==> config.mk <==
export PLATFORM = sky130hd
export DESIGN_NAME = mem_tile
export DESIGN_NICKNAME = d
export VERILOG_FILES = /design/src/common/tile_pkg.sv /design/src/hdl/mem_cmd_dispatch.sv /design/src/hdl/cfg_regs.sv /design/src/hdl/loopback_dev.sv /design/src/hdl/mem_resp_arbiter.sv /design/src/hdl/mem_tile.sv
export VERILOG_INCLUDE_DIRS = /design/src /design/src/common
export SDC_FILE = /design/constraint.sdc
export NUM_CORES = 1
export LEC_CHECK = 0
export CORE_MARGIN = 5
export CORE_UTILIZATION = 65
export DETAILED_ROUTE_END_ITERATION = 6
export DONT_BUFFER_PORTS = 1
export PLACE_DENSITY = 0.85
export SLEW_MARGIN = 20
export SYNTH_ARGS = -nofsm -noshare
export SYNTH_HDL_FRONTEND = slang
export SYNTH_SLANG_ARGS = --single-unit
export TNS_END_PERCENT = 1
==> constraint.sdc <==
create_clock -name clk_i -period 9.5 [get_ports clk_i]
set_clock_uncertainty 0.05 [all_clocks]
set_input_delay 1.9 -clock clk_i [delete_from_list [all_inputs] [get_ports clk_i]]
set_output_delay 1.9 -clock clk_i [all_outputs]
set_load 0.1 [all_outputs]
==> src/common/tile_config.svh <==
`ifndef TILE_CONFIG_SVH
`define TILE_CONFIG_SVH

// Message field widths
`define ADDR_WIDTH 16
`define DATA_WIDTH 32
`define TAG_WIDTH  4

// Everything below DRAM_BASE is local
`define DRAM_BASE 16'h8000

// Local device field sits at addr[DEV_LSB +: 3]
`define DEV_LSB 12

// Local device codes
`define CFG_DEV   3'd1
`define CACHE_DEV 3'd2

// Config registers are indexed by the low address bits
`define CFG_REGS 8

`endif

==> src/common/tile_pkg.sv <==
`default_nettype none

`include "tile_config.svh"

package tile_pkg;

  typedef logic [`ADDR_WIDTH-1:0] addr_t;
  typedef logic [`DATA_WIDTH-1:0] data_t;
  typedef logic [`TAG_WIDTH-1:0]  tag_t;
  typedef logic [2:0]             dev_t;

  typedef enum logic
  {
    op_read  = 1'b0,
    op_write = 1'b1
  } mem_op_e;

  // Header is echoed unchanged in every response
  typedef struct packed
  {
    mem_op_e op;
    addr_t   addr;
    tag_t    tag;
  } mem_hdr_s;

  // Shared by commands and responses
  typedef struct packed
  {
    mem_hdr_s hdr;
    data_t    data;
  } mem_msg_s;

  typedef enum logic [1:0]
  {
    tgt_mem  = 2'd0,
    tgt_cfg  = 2'd1,
    tgt_loop = 2'd2
  } target_e;

endpackage

`default_nettype wire

==> src/hdl/mem_cmd_dispatch.sv <==
`default_nettype none

`include "tile_config.svh"

module mem_cmd_dispatch
  (input  wire tile_pkg::mem_msg_s cmd_i
   , input  wire logic             cmd_v_i
   , output logic                  cmd_ready_o

   , output tile_pkg::mem_msg_s    tgt_msg_o
   , output logic                  mem_v_o
   , output logic                  cfg_v_o
   , output logic                  loop_v_o

   , input  wire logic             mem_ready_i
   , input  wire logic             cfg_ready_i
   , input  wire logic             loop_ready_i
   );

  import tile_pkg::*;

  dev_t    dev;
  target_e tgt;
  logic    cmd_go;

  assign dev = cmd_i.hdr.addr[`DEV_LSB +: 3];

  // Cache device traffic leaves through the memory port as well
  always_comb
  begin
    if (cmd_i.hdr.addr >= `DRAM_BASE)
      tgt = tgt_mem;
    else if (dev == `CACHE_DEV)
      tgt = tgt_mem;
    else if (dev == `CFG_DEV)
      tgt = tgt_cfg;
    else
      tgt = tgt_loop;
  end

  // Accept only when every target can take a command
  assign cmd_ready_o = mem_ready_i & cfg_ready_i & loop_ready_i;
  assign cmd_go      = cmd_v_i & cmd_ready_o;

  assign tgt_msg_o = cmd_i;
  assign mem_v_o   = cmd_go & (tgt == tgt_mem);
  assign cfg_v_o   = cmd_go & (tgt == tgt_cfg);
  assign loop_v_o  = cmd_go & (tgt == tgt_loop);

endmodule

`default_nettype wire

==> src/hdl/cfg_regs.sv <==
`default_nettype none

`include "tile_config.svh"

module cfg_regs
  (input  wire logic               clk_i
   , input  wire logic             arst_n_i

   , input  wire tile_pkg::mem_msg_s cmd_i
   , input  wire logic             cmd_v_i
   , output logic                  cmd_ready_o

   , output tile_pkg::mem_msg_s    resp_o
   , output logic                  resp_v_o
   , input  wire logic             resp_yumi_i
   );

  import tile_pkg::*;

  localparam int IDX_W = $clog2(`CFG_REGS);

  data_t            regs_q [`CFG_REGS];
  mem_msg_s         resp_q;
  logic             resp_v_q;
  logic             cmd_fire;
  logic             is_write;
  logic [IDX_W-1:0] idx;

  // One response in flight at a time
  assign cmd_ready_o = ~resp_v_q;
  assign cmd_fire    = cmd_v_i & cmd_ready_o;
  assign is_write    = (cmd_i.hdr.op == op_write);
  assign idx         = cmd_i.hdr.addr[IDX_W-1:0];

  always_ff @(posedge clk_i or negedge arst_n_i)
  begin
    if (!arst_n_i)
    begin
      for (int i = 0; i < `CFG_REGS; i++)
        regs_q[i] <= '0;
    end
    else if (cmd_fire && is_write)
    begin
      regs_q[idx] <= cmd_i.data;
    end
  end

  always_ff @(posedge clk_i or negedge arst_n_i)
  begin
    if (!arst_n_i)
      resp_v_q <= 1'b0;
    else if (cmd_fire)
      resp_v_q <= 1'b1;
    else if (resp_yumi_i)
      resp_v_q <= 1'b0;
  end

  // Writes answer with the new word
  always_ff @(posedge clk_i)
  begin
    if (cmd_fire)
    begin
      resp_q.hdr  <= cmd_i.hdr;
      resp_q.data <= is_write ? cmd_i.data : regs_q[idx];
    end
  end

  assign resp_o   = resp_q;
  assign resp_v_o = resp_v_q;

  assert property (@(posedge clk_i) disable iff (!arst_n_i) resp_yumi_i |-> resp_v_o)
    else $error("cfg_regs: yumi without a pending response");

endmodule

`default_nettype wire

==> src/hdl/loopback_dev.sv <==
`default_nettype none

module loopback_dev
  (input  wire logic               clk_i
   , input  wire logic             arst_n_i

   , input  wire tile_pkg::mem_msg_s cmd_i
   , input  wire logic             cmd_v_i
   , output logic                  cmd_ready_o

   , output tile_pkg::mem_msg_s    resp_o
   , output logic                  resp_v_o
   , input  wire logic             resp_yumi_i
   );

  import tile_pkg::*;

  mem_hdr_s hdr_q;
  logic     resp_v_q;
  logic     cmd_fire;

  assign cmd_ready_o = ~resp_v_q;
  assign cmd_fire    = cmd_v_i & cmd_ready_o;

  always_ff @(posedge clk_i or negedge arst_n_i)
  begin
    if (!arst_n_i)
      resp_v_q <= 1'b0;
    else if (cmd_fire)
      resp_v_q <= 1'b1;
    else if (resp_yumi_i)
      resp_v_q <= 1'b0;
  end

  always_ff @(posedge clk_i)
  begin
    if (cmd_fire)
      hdr_q <= cmd_i.hdr;
  end

  // Unmapped space reads as zero, writes are dropped
  assign resp_o   = '{hdr: hdr_q, data: '0};
  assign resp_v_o = resp_v_q;

  assert property (@(posedge clk_i) disable iff (!arst_n_i) resp_yumi_i |-> resp_v_o)
    else $error("loopback_dev: yumi without a pending response");

endmodule

`default_nettype wire

==> src/hdl/mem_resp_arbiter.sv <==
`default_nettype none

module mem_resp_arbiter
  (input  wire logic               clk_i
   , input  wire logic             arst_n_i

   , input  wire tile_pkg::mem_msg_s mem_resp_i
   , input  wire tile_pkg::mem_msg_s cfg_resp_i
   , input  wire tile_pkg::mem_msg_s loop_resp_i
   , input  wire logic             mem_v_i
   , input  wire logic             cfg_v_i
   , input  wire logic             loop_v_i
   , output logic                  mem_yumi_o
   , output logic                  cfg_yumi_o
   , output logic                  loop_yumi_o

   , output tile_pkg::mem_msg_s    resp_o
   , output logic                  resp_v_o
   , input  wire logic             resp_ready_i
   );

  import tile_pkg::*;

  localparam int MSG_W = $bits(mem_msg_s);

  mem_msg_s   fifo_q [2];
  logic       wr_ptr_q;
  logic       rd_ptr_q;
  logic [1:0] count_q;
  logic       full;
  logic       push;
  logic       pop;
  logic [2:0] req;
  logic [2:0] gnt;
  mem_msg_s   sel_msg;

  assign full = (count_q == 2'd2);
  assign req  = {loop_v_i, cfg_v_i, mem_v_i};

  // Memory first, then cfg, then loopback
  always_comb
  begin
    gnt = 3'b000;
    if (!full)
    begin
      if (req[0])
        gnt = 3'b001;
      else if (req[1])
        gnt = 3'b010;
      else if (req[2])
        gnt = 3'b100;
    end
  end

  assign {loop_yumi_o, cfg_yumi_o, mem_yumi_o} = gnt;

  assign sel_msg = mem_msg_s'(({MSG_W{gnt[0]}} & mem_resp_i)
                            | ({MSG_W{gnt[1]}} & cfg_resp_i)
                            | ({MSG_W{gnt[2]}} & loop_resp_i));

  assign push = |gnt;
  assign pop  = resp_v_o & resp_ready_i;

  always_ff @(posedge clk_i or negedge arst_n_i)
  begin
    if (!arst_n_i)
    begin
      wr_ptr_q <= 1'b0;
      rd_ptr_q <= 1'b0;
      count_q  <= 2'd0;
    end
    else
    begin
      if (push)
        wr_ptr_q <= ~wr_ptr_q;
      if (pop)
        rd_ptr_q <= ~rd_ptr_q;
      if (push && !pop)
        count_q <= count_q + 2'd1;
      else if (pop && !push)
        count_q <= count_q - 2'd1;
    end
  end

  always_ff @(posedge clk_i)
  begin
    if (push)
      fifo_q[wr_ptr_q] <= sel_msg;
  end

  assign resp_o   = fifo_q[rd_ptr_q];
  assign resp_v_o = (count_q != 2'd0);

  // External memory keeps its response until granted
  assert property (@(posedge clk_i) disable iff (!arst_n_i)
                   (mem_v_i && !mem_yumi_o) |=> (mem_v_i && $stable(mem_resp_i)))
    else $error("mem_resp_arbiter: memory response changed before its grant");

endmodule

`default_nettype wire

==> src/hdl/mem_tile.sv <==
`default_nettype none

module mem_tile
  (input  wire logic               clk_i
   , input  wire logic             arst_n_i

   , input  wire tile_pkg::mem_msg_s cmd_i
   , input  wire logic             cmd_v_i
   , output logic                  cmd_ready_o

   , output tile_pkg::mem_msg_s    resp_o
   , output logic                  resp_v_o
   , input  wire logic             resp_ready_i

   , output tile_pkg::mem_msg_s    mem_cmd_o
   , output logic                  mem_cmd_v_o
   , input  wire logic             mem_cmd_ready_i

   , input  wire tile_pkg::mem_msg_s mem_resp_i
   , input  wire logic             mem_resp_v_i
   , output logic                  mem_resp_ready_o
   );

  import tile_pkg::*;

  mem_msg_s tgt_msg;
  logic     cfg_cmd_v;
  logic     cfg_cmd_ready;
  logic     loop_cmd_v;
  logic     loop_cmd_ready;

  mem_msg_s cfg_resp;
  logic     cfg_resp_v;
  logic     cfg_resp_yumi;
  mem_msg_s loop_resp;
  logic     loop_resp_v;
  logic     loop_resp_yumi;

  // Memory target is the external port itself
  assign mem_cmd_o = tgt_msg;

  mem_cmd_dispatch dispatch_inst
    (.cmd_i(cmd_i)
     , .cmd_v_i(cmd_v_i)
     , .cmd_ready_o(cmd_ready_o)
     , .tgt_msg_o(tgt_msg)
     , .mem_v_o(mem_cmd_v_o)
     , .cfg_v_o(cfg_cmd_v)
     , .loop_v_o(loop_cmd_v)
     , .mem_ready_i(mem_cmd_ready_i)
     , .cfg_ready_i(cfg_cmd_ready)
     , .loop_ready_i(loop_cmd_ready)
     );

  cfg_regs cfg_inst
    (.clk_i(clk_i)
     , .arst_n_i(arst_n_i)
     , .cmd_i(tgt_msg)
     , .cmd_v_i(cfg_cmd_v)
     , .cmd_ready_o(cfg_cmd_ready)
     , .resp_o(cfg_resp)
     , .resp_v_o(cfg_resp_v)
     , .resp_yumi_i(cfg_resp_yumi)
     );

  loopback_dev loop_inst
    (.clk_i(clk_i)
     , .arst_n_i(arst_n_i)
     , .cmd_i(tgt_msg)
     , .cmd_v_i(loop_cmd_v)
     , .cmd_ready_o(loop_cmd_ready)
     , .resp_o(loop_resp)
     , .resp_v_o(loop_resp_v)
     , .resp_yumi_i(loop_resp_yumi)
     );

  mem_resp_arbiter arb_inst
    (.clk_i(clk_i)
     , .arst_n_i(arst_n_i)
     , .mem_resp_i(mem_resp_i)
     , .cfg_resp_i(cfg_resp)
     , .loop_resp_i(loop_resp)
     , .mem_v_i(mem_resp_v_i)
     , .cfg_v_i(cfg_resp_v)
     , .loop_v_i(loop_resp_v)
     , .mem_yumi_o(mem_resp_ready_o)
     , .cfg_yumi_o(cfg_resp_yumi)
     , .loop_yumi_o(loop_resp_yumi)
     , .resp_o(resp_o)
     , .resp_v_o(resp_v_o)
     , .resp_ready_i(resp_ready_i)
     );

endmodule

`default_nettype wire

==> flow_summary.json <==
{
  "synth_flop_cell": "dfrtp_1",
  "grt_start_max_net_pins": 263,
  "ys_types": 59,
  "die_y_um": 184.1,
  "seq_area_frac_synth_pct": 60.73,
  "die-area_um2": 33880,
  "holdBufCountCts": 0,
  "post-cts-setup-buffers": 0,
  "routabilityCongestion": 0.7834,
  "status": "finished, final reports clean",
  "wl_met2_mm": 21.73,
  "critPathSlowestCell": "nor3b_4",
  "r2r_end": "cfg_inst.regs_q[95]",
  "row_count": 63,
  "first_global_vias": 11360,
  "crit_path_max_fanout": 4,
  "holdPathStages": 1,
  "die_w_um": 184.1,
  "maxCapViolCount": 0,
  "p_leak_nw": 9.131,
  "rsz0062_at_grt": "no",
  "min_period_over_period_pct": 59.10,
  "grtUsageTotal_pct": 26.28,
  "drc": 0,
  "cts_num_sinks": 442,
  "setup_viol": 0,
  "cts_buffer_depth": 3,
  "io_pins": 222,
  "reg2reg_slack_ps": 5300,
  "grt_pass1_wl_mm": 68.66,
  "drive_above_1_share_pct": 35.02,
  "cts_buffers": 42,
  "fin_tns_setup_ps": 0,
  "slew_viol_final": 0,
  "power_density_nw_per_um2": 279.1,
  "start_util_pct": 66.10,
  "async_flop_share_pct": 59.28,
  "syn_nets": 1388,
  "place_hpwl_mm": 26.27,
  "wl_per_cell_um": 27.63,
  "num_vias": 10940,
  "post-place-ws_ps": 3884,
  "worstPathRequired_ps": 7550,
  "critPathKind": "input pin to primary output",
  "fmax_mhz": 178.1,
  "worst_setup_path_start_kind": "input pin",
  "hold_viol_final": 0,
  "nNetsFinal": 1304,
  "arrival_ps": 3660,
  "ff2ff_path_depth": 5,
  "max_slew.worst_pin.slew_ps": 1154,
  "grt_overflow": 0,
  "period_minus_slack_ps": 5614,
  "setup_ws_ps": 3886,
  "drtAntennaViolNets": 0,
  "synth_area_per_cell_um2": 15.45,
  "drtPass1Iterations": 7,
  "wl_met1_mm": 17.30,
  "synth_edf_count": 180,
  "numPortBuffers": 0,
  "ys_seq_elements": 442,
  "insertion_delay_ps": 550,
  "placed_cells": 1537,
  "hold_path.class": "flop to flop",
  "wl_met3_mm": 4.510,
  "timing.hold.ws_ps": 438.0,
  "crit_family": "simple AND/OR/NAND/NOR gates",
  "syn_area_um2": 19700,
  "final_common_cell": "mux2_2",
  "cts_resized": 0,
  "drt_wl_total_mm": 44.63,
  "worstHoldStart": "cfg_inst.regs_q[248]",
  "mostFrequentLayoutCells": "mux2_2, dfrtp_1, edfxtp_1, clkbuf_16, mux2i_1",
  "cts-root-buf": "clkbuf_16",
  "synthCells": 1275,
  "max_slew_margin_pct": 23.00,
  "antenna_found_initial": 1,
  "h-tree-depth": 2,
  "cts_tree": "built",
  "min_to": "cfg_inst.regs_q[248]",
  "final_cells": 1615,
  "critical_path_buf_inv_count": 0,
  "critPathCaptureType": "primary output",
  "path_cells": "nor3b_4, o211a_1",
  "reg2reg_from": "cfg_inst.resp_v_o",
  "viasPerCell": 6.772,
  "clk_pin_slew_ps": 60,
  "ir_worst_vdd_mv": 0.1651,
  "ys_warn_count": 0,
  "core_um2": 29800,
  "top_layer": "met5",
  "drt_iter0_drc": 1100,
  "finalPower_w": 0.005801,
  "syn_to_final_growth_pct": 5.508,
  "diodes": 0,
  "max_stage_delay_ps": 910
}
==> routing by layer <==
layer	vias to the layer above	track usage, %
li1	4656	-
met1	5677	34.91
met2	516	43.42
met3	85	7.103
met4	2	7.128
met5	-	0
==> cell usage after synthesis (3+ instances only) <==
cell type,n,area [um^2]
buf_6,14,157.7
dfrtp_1,262,6556
a22oi_1,13,97.59
mux2_1,17,191.4
a211oi_1,4,30.03
a22o_1,36,315.3
a2bb2oi_1,10,87.58
or2_2,3,18.77
edfxtp_1,180,5405
nor3_1,5,25.02
and2_1,5,31.28
o32a_1,3,30.03
mux4_2,10,225.2
xnor2_1,3,26.28
buf_2,27,135.1
a31oi_1,4,25.02
nand2_1,18,67.56
nor2_1,12,45.04
a221o_1,35,350.3
mux2i_1,42,420.4
and3_1,26,162.7
clkbuf_1,31,116.4
buf_12,3,60.06
o221ai_1,4,35.03
buf_4,61,457.9
nand3_2,3,30.03
buf_1,6,22.52
o22a_1,5,43.79
nor2b_1,11,68.82
a221oi_1,17,148.9
inv_1,6,22.52
mux2_4,30,450.4
mux2_2,294,3311
o21ai_0,17,85.08
o211a_1,4,40.04
a21oi_1,16,80.08
nand3_1,5,25.02
xor2_1,3,26.28
==> sequential cells by signal, indices dropped and copies added, names as in the netlist <==
| register | count |
|---|---|
| loop_inst.resp_o | 21 |
| cfg_inst.regs_q | 256 |
| cfg_inst.resp_v_o | 1 |
| arb_inst.fifo_q | 106 |
| loop_inst.resp_v_o | 1 |
| arb_inst.count_q | 2 |
| cfg_inst.resp_o | 53 |
| arb_inst.rd_ptr_q | 1 |
| arb_inst.wr_ptr_q | 1 |
==> per-stage QoR <==
stage,instance area (um^2),utilization (%)
after global routing,20780,69.74
final,20780,69.74
after global placement,19360,64.97
after detailed placement,19360,64.97
after floorplan,19700,-
after CTS,20780,69.74
==> power by group <==
group | total, W | leakage, nW | internal [W] | switching [W]
registers | 0.00237 | 5.33 | 0.00229 | 0.0000805
clock network | 0.00170 | 0.693 | 0.00100 | 0.000701
logic | 0.00173 | 3.11 | 0.000284 | 0.00144
==> cells by family after synthesis <==
| family | synth area share (%) |
|---|---|
| AO/OA/AOI/OAI | 7.636 |
| XOR/XNOR | 0.2669 |
| adder cells (fa/ha/maj) | 0.06351 |
| buffers and inverters | 4.974 |
| flip-flops | 60.73 |
| multiplexers | 23.35 |
| AND/OR/NAND/NOR | 2.986 |
==> worst max-delay path by stage <==
stage	to	slack, ps	cells after the start	start
2_1_floorplan	mem_cmd_v_o	3940	2	mem_cmd_ready_i
3_3_place_gp	mem_cmd_v_o	3900	2	mem_cmd_ready_i
3_5_place_dp	mem_cmd_v_o	3880	2	mem_cmd_ready_i
4_1_cts	mem_cmd_v_o	3870	2	mem_cmd_ready_i
5_1_grt	mem_cmd_v_o	3850	2	mem_cmd_ready_i
6_report	mem_cmd_v_o	3890	2	mem_cmd_ready_i
==> final cells by class <==
type	count	area, um^2
Clock inverter	7	107.6
Clock buffer	71	1314
Multi-Input combinational cell	683	6774
Sequential cell	442	11960
Tap cell	390	488.0
Fill cell	1831	9015
Inverter	8	30.03
Timing Repair Buffer	14	105.1
No activity file was read; power rests on OpenSTA's default activity.
